File: src/verilog/sms_cart_pkg.sv
package sms_cart_pkg;

	// ==============================
	// Download indices from the host
	// ==============================
	localparam logic [7:0] IDX_SMS   = 8'd1;
	localparam logic [7:0] IDX_GG    = 8'd2;
	localparam logic [7:0] IDX_CHEAT = 8'd255;

	// Cartridge identifier window
	localparam logic [24:0] CART_ID_ADDR = 25'h0007FFC;   // First of four id bytes
	localparam logic [24:0] CART_ID_END  = 25'h0008000;   // Compare fires here

	// Ys (Japan) needs the VDP version 1 graphics fix
	localparam logic [31:0] QUIRK_ID = 32'h1370014F;

	// ==============================
	// Cheat records
	// ==============================
	// Code fields: flags 127..96, address 95..64, compare 63..32, replace 31..0
	localparam logic [4:0] CHEAT_BYTES = 5'd16;
	localparam logic [7:0] CHEAT_W     = 8'd128;

	// ROM write handshake
	typedef enum logic {
		LD_IDLE,
		LD_WAIT_ACK
	} loader_state_t;

endpackage

File: src/verilog/sms_host_pkg.sv
package sms_host_pkg;

	// ==============================
	// Wishbone register block
	// ==============================
	localparam logic [5:0] WB_DW = 6'd32;
	localparam logic [2:0] WB_AW = 3'd2;

	typedef enum logic [1:0] {
		REG_CTRL,     // Bit 0 cheat enable
		REG_STATUS,
		REG_MASK,
		REG_CODES
	} reg_addr_t;

	// Status bit positions
	localparam logic [4:0] ST_BUSY  = 5'd0;
	localparam logic [4:0] ST_GG    = 5'd1;
	localparam logic [4:0] ST_QUIRK = 5'd2;

	// ==============================
	// Clock enable sequencer
	// ==============================
	localparam logic [4:0] CE_STEPS = 5'd30;

	// One bit per step, set where the enable fires
	localparam logic [29:0] CE_VDP_STEPS = 30'h21084210;   // 4, 9, 14, 19, 24, 29
	localparam logic [29:0] CE_PIX_STEPS = 30'h20080200;   // 9, 19, 29
	localparam logic [29:0] CE_CPU_STEPS = 30'h01000200;   // 9, 24

endpackage

File: src/verilog/sms_ce_gen.sv
`timescale 1ns/1ps

module sms_ce_gen (
	input  logic clk_sys,
	input  logic RESET,
	output logic ce_cpu,
	output logic ce_vdp,
	output logic ce_pix
);

	logic [4:0] step;
	logic       last_step;

	assign last_step = (step == sms_host_pkg::CE_STEPS - 5'd1);

	// Step counter, 0..29
	always_ff @(posedge clk_sys) begin
		if (RESET) begin
			step <= '0;
		end else if (last_step) begin
			step <= '0;
		end else begin
			step <= step + 5'd1;
		end
	end

	// Decoders are registered, so every enable trails its step by one clock.
	// All three come from the same counter, which keeps CPU and pixel
	// enables locked to the VDP phase
	always_ff @(posedge clk_sys) begin
		if (RESET) begin
			ce_vdp <= 1'b0;
			ce_pix <= 1'b0;
			ce_cpu <= 1'b0;
		end else begin
			ce_vdp <= sms_host_pkg::CE_VDP_STEPS[step];   // Div 5
			ce_pix <= sms_host_pkg::CE_PIX_STEPS[step];   // Div 10
			ce_cpu <= sms_host_pkg::CE_CPU_STEPS[step];   // Div 15
		end
	end

endmodule

File: src/verilog/sms_cart_loader.sv
`timescale 1ns/1ps

module sms_cart_loader #(
	parameter integer ROM_ADDR_W = 22
) (
	input  logic                  clk_sys,
	input  logic                  RESET,
	input  logic                  ioctl_download,
	input  logic [7:0]            ioctl_index,
	input  logic                  ioctl_wr,
	input  logic [24:0]           ioctl_addr,
	input  logic [7:0]            ioctl_dout,
	input  logic                  rom_ack,
	output logic                  ioctl_wait,
	output logic [ROM_ADDR_W-1:0] rom_addr,
	output logic [7:0]            rom_data,
	output logic                  rom_req,
	output logic [ROM_ADDR_W-1:0] cart_mask,
	output logic                  busy,
	output logic                  gg,
	output logic                  quirk
);

	sms_cart_pkg::loader_state_t state;

	logic        cart_dl;
	logic        cart_dl_q;
	logic        cart_start;
	logic        cart_wr;
	logic [31:0] cart_id;

	assign cart_dl = ioctl_download &&
		(ioctl_index == sms_cart_pkg::IDX_SMS || ioctl_index == sms_cart_pkg::IDX_GG);
	assign cart_start = cart_dl && !cart_dl_q;
	assign cart_wr    = ioctl_wr && cart_dl;
	assign busy       = cart_dl_q;
	assign ioctl_wait = (state == sms_cart_pkg::LD_WAIT_ACK);   // Host held off

	// ==============================
	// ROM write handshake
	// ==============================
	always_ff @(posedge clk_sys) begin
		if (RESET) begin
			state     <= sms_cart_pkg::LD_IDLE;
			cart_dl_q <= 1'b0;
			rom_req   <= 1'b0;
			rom_addr  <= '0;
		end else begin
			cart_dl_q <= cart_dl;
			case (state)
				sms_cart_pkg::LD_IDLE: begin
					if (cart_wr) begin
						rom_req <= ~rom_req;   // Toggle requests one write
						state   <= sms_cart_pkg::LD_WAIT_ACK;
					end
				end
				sms_cart_pkg::LD_WAIT_ACK: begin
					// Memory is done once ack catches up with req
					if (rom_ack == rom_req) begin
						rom_addr <= rom_addr + 1'b1;
						state    <= sms_cart_pkg::LD_IDLE;
					end
				end
			endcase
			if (cart_start)
				rom_addr <= '0;
		end
	end

	// Byte and identifier capture
	always_ff @(posedge clk_sys) begin
		if (cart_wr && state == sms_cart_pkg::LD_IDLE)
			rom_data <= ioctl_dout;
		if (cart_wr && ioctl_addr[24:2] == sms_cart_pkg::CART_ID_ADDR[24:2])
			cart_id <= {cart_id[23:0], ioctl_dout};   // Big-endian
	end

	// ==============================
	// Image size, console type, quirk
	// ==============================
	always_ff @(posedge clk_sys) begin
		if (RESET) begin
			cart_mask <= '0;
			gg        <= 1'b0;
			quirk     <= 1'b0;
		end else begin
			if (cart_start)
				quirk <= 1'b0;
			if (cart_wr) begin
				gg <= (ioctl_index == sms_cart_pkg::IDX_GG);
				if (ioctl_addr == '0)
					cart_mask <= '0;   // New image
				else
					cart_mask <= cart_mask | ioctl_addr[ROM_ADDR_W-1:0];
				if (ioctl_addr == sms_cart_pkg::CART_ID_END && cart_id == sms_cart_pkg::QUIRK_ID)
					quirk <= 1'b1;
			end
		end
	end

endmodule

File: src/verilog/sms_cheat_asm.sv
`timescale 1ns/1ps

module sms_cheat_asm (
	input  logic                               clk_sys,
	input  logic                               RESET,
	input  logic                               ioctl_download,
	input  logic [7:0]                         ioctl_index,
	input  logic                               ioctl_wr,
	input  logic [3:0]                         ioctl_addr,
	input  logic [7:0]                         ioctl_dout,
	input  logic                               cheats_en,
	output logic [sms_cart_pkg::CHEAT_W-1:0]   cheat_code,
	output logic                               cheat_valid,
	output logic [7:0]                         code_count
);

	logic code_dl;
	logic code_dl_q;
	logic code_wr;
	logic last_byte;
	logic [6:0] byte_pos;

	assign code_dl   = ioctl_download && ioctl_index == sms_cart_pkg::IDX_CHEAT;
	assign code_wr   = ioctl_wr && code_dl;
	assign last_byte = (ioctl_addr == 4'(sms_cart_pkg::CHEAT_BYTES - 5'd1));

	// Field order is flags first, each field LSB first
	assign byte_pos = {~ioctl_addr[3:2], ioctl_addr[1:0], 3'b000};

	always_ff @(posedge clk_sys) begin
		if (code_wr)
			cheat_code[byte_pos +: 8] <= ioctl_dout;
	end

	always_ff @(posedge clk_sys) begin
		if (RESET) begin
			code_dl_q   <= 1'b0;
			cheat_valid <= 1'b0;
			code_count  <= '0;
		end else begin
			code_dl_q   <= code_dl;
			cheat_valid <= 1'b0;
			if (code_dl && !code_dl_q)
				code_count <= '0;   // Fresh cheat file
			else if (code_wr && last_byte) begin
				cheat_valid <= cheats_en;
				code_count  <= code_count + 8'd1;
			end
		end
	end

endmodule

File: src/verilog/sms_host_regs.sv
`timescale 1ns/1ps

module sms_host_regs #(
	parameter integer ROM_ADDR_W = 22
) (
	input  logic                           clk_sys,
	input  logic                           RESET,
	input  logic                           wb_cyc,
	input  logic                           wb_stb,
	input  logic                           wb_we,
	input  logic [sms_host_pkg::WB_AW-1:0] wb_adr,
	input  logic [sms_host_pkg::WB_DW-1:0] wb_dat_w,
	input  logic                           busy,
	input  logic                           gg,
	input  logic                           quirk,
	input  logic [ROM_ADDR_W-1:0]          cart_mask,
	input  logic [7:0]                     code_count,
	output logic [sms_host_pkg::WB_DW-1:0] wb_dat_r,
	output logic                           wb_ack,
	output logic                           cheats_en
);

	sms_host_pkg::reg_addr_t reg_sel;

	logic                           access;
	logic [sms_host_pkg::WB_DW-1:0] rd_data;

	assign reg_sel = sms_host_pkg::reg_addr_t'(wb_adr);
	assign access  = wb_cyc && wb_stb && !wb_ack;   // One ack per strobe

	// ==============================
	// Read mux
	// ==============================
	always_comb begin
		rd_data = '0;
		case (reg_sel)
			sms_host_pkg::REG_CTRL:   rd_data[0] = cheats_en;
			sms_host_pkg::REG_STATUS: begin
				rd_data[sms_host_pkg::ST_BUSY]  = busy;
				rd_data[sms_host_pkg::ST_GG]    = gg;
				rd_data[sms_host_pkg::ST_QUIRK] = quirk;
			end
			sms_host_pkg::REG_MASK:   rd_data[ROM_ADDR_W-1:0] = cart_mask;
			sms_host_pkg::REG_CODES:  rd_data[7:0] = code_count;
		endcase
	end

	always_ff @(posedge clk_sys) begin
		if (access)
			wb_dat_r <= rd_data;
	end

	always_ff @(posedge clk_sys) begin
		if (RESET) begin
			wb_ack    <= 1'b0;
			cheats_en <= 1'b0;
		end else begin
			wb_ack <= access;
			// Only CTRL is writable
			if (access && wb_we && reg_sel == sms_host_pkg::REG_CTRL)
				cheats_en <= wb_dat_w[0];
		end
	end

endmodule

File: src/verilog/sms_loader_top.sv
`timescale 1ns/1ps

module sms_loader_top #(
	parameter integer ROM_ADDR_W = 22
) (
	input  logic                             clk_sys,
	input  logic                             RESET,
	output logic                             ce_cpu,
	output logic                             ce_vdp,
	output logic                             ce_pix,
	// Host download port
	input  logic                             ioctl_download,
	input  logic [7:0]                       ioctl_index,
	input  logic                             ioctl_wr,
	input  logic [24:0]                      ioctl_addr,
	input  logic [7:0]                       ioctl_dout,
	output logic                             ioctl_wait,
	// Cartridge ROM
	output logic [ROM_ADDR_W-1:0]            rom_addr,
	output logic [7:0]                       rom_data,
	output logic                             rom_req,
	input  logic                             rom_ack,
	// Cheat engine
	output logic [sms_cart_pkg::CHEAT_W-1:0] cheat_code,
	output logic                             cheat_valid,
	// Wishbone
	input  logic                             wb_cyc,
	input  logic                             wb_stb,
	input  logic                             wb_we,
	input  logic [sms_host_pkg::WB_AW-1:0]   wb_adr,
	input  logic [sms_host_pkg::WB_DW-1:0]   wb_dat_w,
	output logic [sms_host_pkg::WB_DW-1:0]   wb_dat_r,
	output logic                             wb_ack
);

	logic [ROM_ADDR_W-1:0] cart_mask;
	logic                  busy;
	logic                  gg;
	logic                  quirk;
	logic                  cheats_en;
	logic [7:0]            code_count;

	sms_ce_gen u_ce_gen (
		.clk_sys (clk_sys),
		.RESET   (RESET),
		.ce_cpu  (ce_cpu),
		.ce_vdp  (ce_vdp),
		.ce_pix  (ce_pix)
	);

	sms_cart_loader #(.ROM_ADDR_W(ROM_ADDR_W)) u_cart_loader (
		.clk_sys        (clk_sys),
		.RESET          (RESET),
		.ioctl_download (ioctl_download),
		.ioctl_index    (ioctl_index),
		.ioctl_wr       (ioctl_wr),
		.ioctl_addr     (ioctl_addr),
		.ioctl_dout     (ioctl_dout),
		.rom_ack        (rom_ack),
		.ioctl_wait     (ioctl_wait),
		.rom_addr       (rom_addr),
		.rom_data       (rom_data),
		.rom_req        (rom_req),
		.cart_mask      (cart_mask),
		.busy           (busy),
		.gg             (gg),
		.quirk          (quirk)
	);

	sms_cheat_asm u_cheat_asm (
		.clk_sys        (clk_sys),
		.RESET          (RESET),
		.ioctl_download (ioctl_download),
		.ioctl_index    (ioctl_index),
		.ioctl_wr       (ioctl_wr),
		.ioctl_addr     (ioctl_addr[3:0]),   // Offset within a record
		.ioctl_dout     (ioctl_dout),
		.cheats_en      (cheats_en),
		.cheat_code     (cheat_code),
		.cheat_valid    (cheat_valid),
		.code_count     (code_count)
	);

	sms_host_regs #(.ROM_ADDR_W(ROM_ADDR_W)) u_host_regs (
		.clk_sys    (clk_sys),
		.RESET      (RESET),
		.wb_cyc     (wb_cyc),
		.wb_stb     (wb_stb),
		.wb_we      (wb_we),
		.wb_adr     (wb_adr),
		.wb_dat_w   (wb_dat_w),
		.busy       (busy),
		.gg         (gg),
		.quirk      (quirk),
		.cart_mask  (cart_mask),
		.code_count (code_count),
		.wb_dat_r   (wb_dat_r),
		.wb_ack     (wb_ack),
		.cheats_en  (cheats_en)
	);

endmodule

File: config.mk
export PLATFORM = sky130hd
export DESIGN_NAME = sms_loader_top
export DESIGN_NICKNAME = d
export VERILOG_FILES = /design/src/verilog/sms_cart_pkg.sv /design/src/verilog/sms_host_pkg.sv /design/src/verilog/sms_ce_gen.sv /design/src/verilog/sms_cart_loader.sv /design/src/verilog/sms_cheat_asm.sv /design/src/verilog/sms_host_regs.sv /design/src/verilog/sms_loader_top.sv
export SDC_FILE = /design/constraint.sdc
export NUM_CORES = 1
export LEC_CHECK = 0
export BUFFER_PORTS_ARGS = -buffer_cell sky130_fd_sc_hd__buf_2
export CORE_ASPECT_RATIO = 1.25
export CORE_UTILIZATION = 45
export CTS_CLUSTER_DIAMETER = 30
export CTS_CLUSTER_SIZE = 30
export DETAILED_ROUTE_END_ITERATION = 16
export GPL_TIMING_DRIVEN = 0
export PLACE_DENSITY = 0.77
export SLEW_MARGIN = 5
export SYNTH_ARGS = -nofsm -noshare
export SYNTH_HDL_FRONTEND = slang
export SYNTH_SLANG_ARGS = --single-unit
export TNS_END_PERCENT = 1
File: constraint.sdc
create_clock -name clk_sys -period 13.3 [get_ports clk_sys]
set_input_delay 0 -clock clk_sys [delete_from_list [all_inputs] [get_ports clk_sys]]
set_output_delay 0 -clock clk_sys [all_outputs]
set_load 0.03 [all_outputs]
### Word level (Yosys, flattened, before mapping)

Memory sizes are Yosys's and may differ from the RTL's. A register that Yosys moved wholly into a read port is not among the register bits.
Index checks and enable logic that the tools add are counted.

* $add $sub $neg: 4
* multiply operators: 0
* div/mod/pow operators: 0
* magnitude comparators: 0
* equality and inequality tests: 12
* shifts and indexed selects: 2
* mux-type cells: 11
* bitwise operators: 5
* reduce and logical (&&, ||, !) cells: 26

Operators with widths (number)
* 128-bit bitwise mux: 1
* 8-bit by 9-bit variable shift with 128-bit output, first input constant: 1
* 8-bit by 9-bit indexed part select with 128-bit output: 1
* 32-bit by 29-bit equality test with 1-bit output, second input constant: 1
* 25-bit by 16-bit equality test with 1-bit output, second input constant: 1
* 25-bit zero test: 1
* 23-bit by 13-bit equality test with 1-bit output, second input constant: 1
* 22-bit by 1-bit adder with 22-bit output, second input constant: 1
* 22-bit 2-to-1 mux: 1
* 22-bit OR: 1
* 1-bit logical AND: 14
* 5-bit one-hot mux with 2 select lines: 1
* 7-bit negator with 9-bit output: 1
* 8-bit by 1-bit adder with 8-bit output, second input constant: 1
* 8-bit by 1-bit equality test with 1-bit output, second input constant: 1
* 8-bit by 2-bit equality test with 1-bit output, second input constant: 1
* 8-bit equality test, second input constant: 1
* 2-bit one-hot mux with 3 select lines: 1
* 2-bit OR reduction: 3
* 5-bit by 1-bit adder with 5-bit output, second input constant: 1
* 5-bit equality test, second input constant: 1
* 1-bit 2-to-1 mux: 5
* 2-bit equality test, second input constant: 2
* 4-bit equality test, second input constant: 1
* other kinds (11): 16

* register bits: 256
* bits in latches: 0
* memory bits (writable): 0
* memory bits (read-only): 96
* input port bits: 83
* word-level logic and storage cells: 81
* memories: 3

Memory list
* (no name shown): depth 32, width 1, rd ports 1, clocked after Yosys merged registers in 1, wr ports 0, RTL line sms_ce_gen.sv:36 `ce_vdp <= sms_host_pkg::CE_VDP_STEPS[step];`
* (no name shown): depth 32, width 1, rd ports 1, clocked after Yosys merged registers in 1, wr ports 0, RTL line sms_ce_gen.sv:37 `ce_pix <= sms_host_pkg::CE_PIX_STEPS[step];`
* (no name shown): depth 32, width 1, rd ports 1, clocked after Yosys merged registers in 1, wr ports 0, RTL line sms_ce_gen.sv:38 `ce_cpu <= sms_host_pkg::CE_CPU_STEPS[step];`

### Logic depth before layout (Yosys ltp)

* depth in word-level cells: 7
* mapped depth: 8
* depth with buffers taken out: 6

### Hierarchy

A second synthesis with hierarchy kept.

* cells, all modules: 811
* area total of the unflattened synthesis: 10353.7 um^2

By module, submodules not included
* sms_cheat_asm: times used 1, cells an instance 406, area each 5454.0 um^2, seq. area each 4043.9 um^2
* sms_cart_loader: times used 1, cells an instance 283, area each 3350.7 um^2, seq. area each 2182.1 um^2
* sms_host_regs: times used 1, cells an instance 76, area each 1101.1 um^2, seq. area each 700.7 um^2
* sms_ce_gen: times used 1, cells an instance 46, area each 447.9 um^2, seq. area each 160.2 um^2

### Worst setup path after synthesis

OpenSTA, ideal clock, no wires.

* path kind: input to register
* start: in ioctl_addr[3]
* end: reg u_cart_loader.cart_id[0], enable pin
* setup time: 0.502 ns
* arrival time: 4.124 ns
* setup slack: 8.675 ns
* cell stages on the path: 5
* path buffers: 2
* cells stage by stage: clkbuf_1 -> nand2_1 -> clkbuf_1 -> or4_1 -> nor4_1

* word-level cells in the longest chain between the ends: 2

RTL lines
* from (decl): RTL line sms_loader_top.sv:15 `input logic [24:0] ioctl_addr,`
* 23-bit by 13-bit equality test with 1-bit output: RTL line sms_cart_loader.sv:74 `if (cart_wr && ioctl_addr[24:2] == sms_cart_pkg::CART_ID_ADDR[24:2])`
* 1-bit logical AND: RTL line sms_cart_loader.sv:74
* to (signal assigned): RTL line sms_cart_loader.sv:75 `cart_id <= {cart_id[23:0], ioctl_dout};`
* to (decl): RTL line sms_cart_loader.sv:30 `logic [31:0] cart_id;`

No other way between the ends.
A chain may end at the register's enable or synchronous reset.

==> impl_metrics.env <==
export IMPL_slew_viol_final=0
export IMPL_p_int_uw=1540
export IMPL_crit_required_ps=13420
export IMPL_grt_pass1_wl_um=41200
export IMPL_fmaxAchievable_mhz=327
export IMPL_leakagePower_uw=0.00481
export IMPL_ff2ff_path_depth=5
export IMPL_syn_cell_area_mm2=0.0104
export IMPL_boundaryPins=280
export IMPL_finalHoldViolations=0
export IMPL_synthCells=824
export IMPL_layout_commonest_cell="buf_2"
export IMPL_seq_area_frac_synth_pct=68.4
export IMPL_hpwl_um=18700
export IMPL_peakVddDrop_mv=0.116
export IMPL_switching_share_pct=23.2
export IMPL_drt_iter0_markers=494
export IMPL_ctsHtreeMaxLevel=2
export IMPL_drc=0
export IMPL_reg2reg_to="u_host_regs.cheats_en"
export IMPL_final_cell_mix="buf_2, edfxtp_1, nor2_1, and2_1, dfxtp_1"
export IMPL_synth_flop_cell="edfxtp_1"
export IMPL_crit_path_max_fanout=10
export IMPL_startpoint="ioctl_addr[0]"
export IMPL_clockBufferDepth=3
export IMPL_p_switching_uw=466
export IMPL_synth_seq_cells=259
export IMPL_start_util_pct=46.2
export IMPL_clk_latency_ps=520
export IMPL_power_frac_comb_pct=4.5
export IMPL_drtPass1Iterations=5
export IMPL_critPathArrivalTime_ps=3180
export IMPL_avgSynthCellArea_um2=12.6
export IMPL_postCtsSetupRepairBufs=0
export IMPL_crit_type="input port to flop"
export IMPL_fin_nets=1253
export IMPL_cp_endpoint="u_cheat_asm.cheat_code[36]"
export IMPL_grt_use_total_pct=23.1
export IMPL_period_share_pct=23.0
export IMPL_rsz0062_at_grt="no"
export IMPL_dr_total_vias=7891
export IMPL_cap_violations=0
export IMPL_yosysWarnings=0
export IMPL_wirelength_um=27200
export IMPL_synth_edf_count=190
export IMPL_setup_viol_count_final=0
export IMPL_die_area_mm2=0.0236
export IMPL_synthDistinctLibCells=56
export IMPL_fin_crit_ps=3060
export IMPL_numCtsBuffers=40
export IMPL_pwr_share_clk_pct=52.4
export IMPL_cellPowerDensity_mw_per_mm2=146
export IMPL_rows=61
export IMPL_coreArea_mm2=0.0224
export IMPL_startpoint_type="input port"
export IMPL_grt_start_max_net_pins=25
export IMPL_hp_class="input port to flop"
export IMPL_grt_overflow=0
export IMPL_layout_drive_gt1_share_pct=29.4
export IMPL_seq_power_share_pct=43.1
export IMPL_via_per_inst=5.35
export IMPL_clkSinkCount=259
export IMPL_worstMarginPinSlew_ps=1260
export IMPL_gp_congestion=0.821
export IMPL_portBuffers=238
export IMPL_antenna_found_initial=2
export IMPL_tritoncts="built"
export IMPL_worst_r2r_setup_slack_ps=10950
export IMPL_wl_per_cell_um=18.5
export IMPL_areaGrowthSynthToFinish_pct=33.1
export IMPL_fin_tns_setup_ps=0
export IMPL_cp_end_kind="flop"
export IMPL_outcome="completed"
export IMPL_r2r_start="u_host_regs.wb_ack"
export IMPL_root_buffer="clkbuf_16"
export IMPL_relSlewSlack_pct=15.6
export IMPL_ant_nets=0
export IMPL_clk_pin_slew_ps=50
export IMPL_die_w_um=138
export IMPL_hp_start="rom_ack"
export IMPL_die_h_um=172
export IMPL_holdWs_ps=61.7
export IMPL_first_global_vias=7996
export IMPL_synthArstFlopShare_pct=0
export IMPL_clock_skew_ps=17.7
[flip-flops by register name, indices dropped and copies added, names as in the netlist, 5 cells and up]
signal and count:
u_cart_loader.cart_id 32, u_cart_loader.cart_mask 22, u_cheat_asm.cheat_code 128, u_cart_loader.rom_addr 22
u_cheat_asm.code_count 8, u_host_regs.wb_dat_r 22, u_cart_loader.rom_data 8, u_ce_gen.step 5
[layout make-up]
cell class / instances / area (um^2)
flip-flops and latches: 259 / 7090
fillers: 1738 / 8660
clock inverters: 33 / 362
inverters: 13 / 48.8
multi-input cells: 514 / 3040
repair buffers: 285 / 1660
plain buffers: 47 / 228
diodes: 1 / 2.50
clock buffers: 40 / 1000
well taps: 283 / 354
[per-stage QoR]
| step | total power (uW) | setup WS (ps) | cells | instance area (um^2) | utilization (%) |
|---|---|---|---|---|---|
| detailed placement | 962 | 10280 | 1358 | 12000 | 53.4 |
| global placement | 960 | 7230 | 1354 | 11900 | 53.2 |
| global route | 2060 | 9980 | 1475 | 13800 | 61.4 |
| CTS | 2020 | 10200 | 1474 | 13800 | 61.4 |
| finish | 2010 | 10240 | 1475 | 13800 | 61.4 |
| floorplan | 928 | 8670 | 833 | 10400 | - |
[power groups by stage]
stage	Clock, uW	Combinational, uW	Sequential, uW
after floorplan	0	42.0	886
after global placement	0	78.6	882
after detailed placement	0	80.5	882
after CTS	1060	89.6	865
after global routing	1100	98.4	865
final	1050	90.5	865
[how the worst min path moves through the flow]
stage	slack (ps)	cells after the start	end
floorplan	100	0	u_cart_loader.cart_id[0]
global placement	250	3	u_host_regs.cheats_en
detailed placement	250	3	u_host_regs.cheats_en
CTS	30	5	u_cart_loader.rom_addr[1]
global route	80	4	u_cart_loader.cart_id[8]
finish	60	5	u_cart_loader.rom_addr[1]
[synthesized netlist by cell type, types with 5 or more instances]
cell	number	area share, %
xor2_1	10	0.85
or4_1	18	1.3
a21oi_1	30	1.4
edfxtp_1	190	55
nor2_1	123	4.5
clkbuf_1	29	1.1
nand3_1	25	1.2
nor2b_1	12	0.72
ha_1	10	1.2
nand4_1	17	1.0
nor4_1	12	0.72
and3_1	5	0.30
dfxtp_1	69	13
o21ai_0	9	0.43
and2_1	78	4.7
inv_1	13	0.47
buf_2	5	0.24
buf_4	10	0.72
a211oi_1	5	0.36
a31oi_1	21	1.3
mux2_2	6	0.65
nor3_1	10	0.48
o31ai_1	15	1.1
nand2_1	36	1.3
mux2i_1	8	0.77
and4_1	6	0.51
[cell families (layout without fill, tap and decap cells)]
logic type,count (synthesis),count (layout),share of synthesized area (%)
buffers and inverters,60,418,2.67
xor gates and xnor gates,12,12,1.01
DFF,259,259,68.4
adders and majority gates,10,10,1.21
AOI/OAI and AO/OA,93,93,5.78
and+or+nand+nor,374,374,19.2
muxes,15,15,1.64
other,1,11,0.0362
[repair_timing]
action                                 CTS  global route
resized for setup                        0             0
endpoints found under the hold margin   50             0
hold buffers                            43             0
[routing by layer]
layer  vias up  GRT usage (%)  wire (um)
met5         -              0          8
met4         2           11.1       1110
met3        83           6.51       2050
met2       341           40.5      14000
met1      3774           25.3      10100
li1       3691              -          -
[worst max-delay path, stage by stage]
cell	delay [ps]
dlygate4sd3_1	530
buf_2	200
inv_1	130
ha_1	170
clkbuf_1	310
nor2b_1	380
a21oi_1	170
or2_2	350
nor3_1	930
No activity file was read; power rests on OpenSTA's default activity.
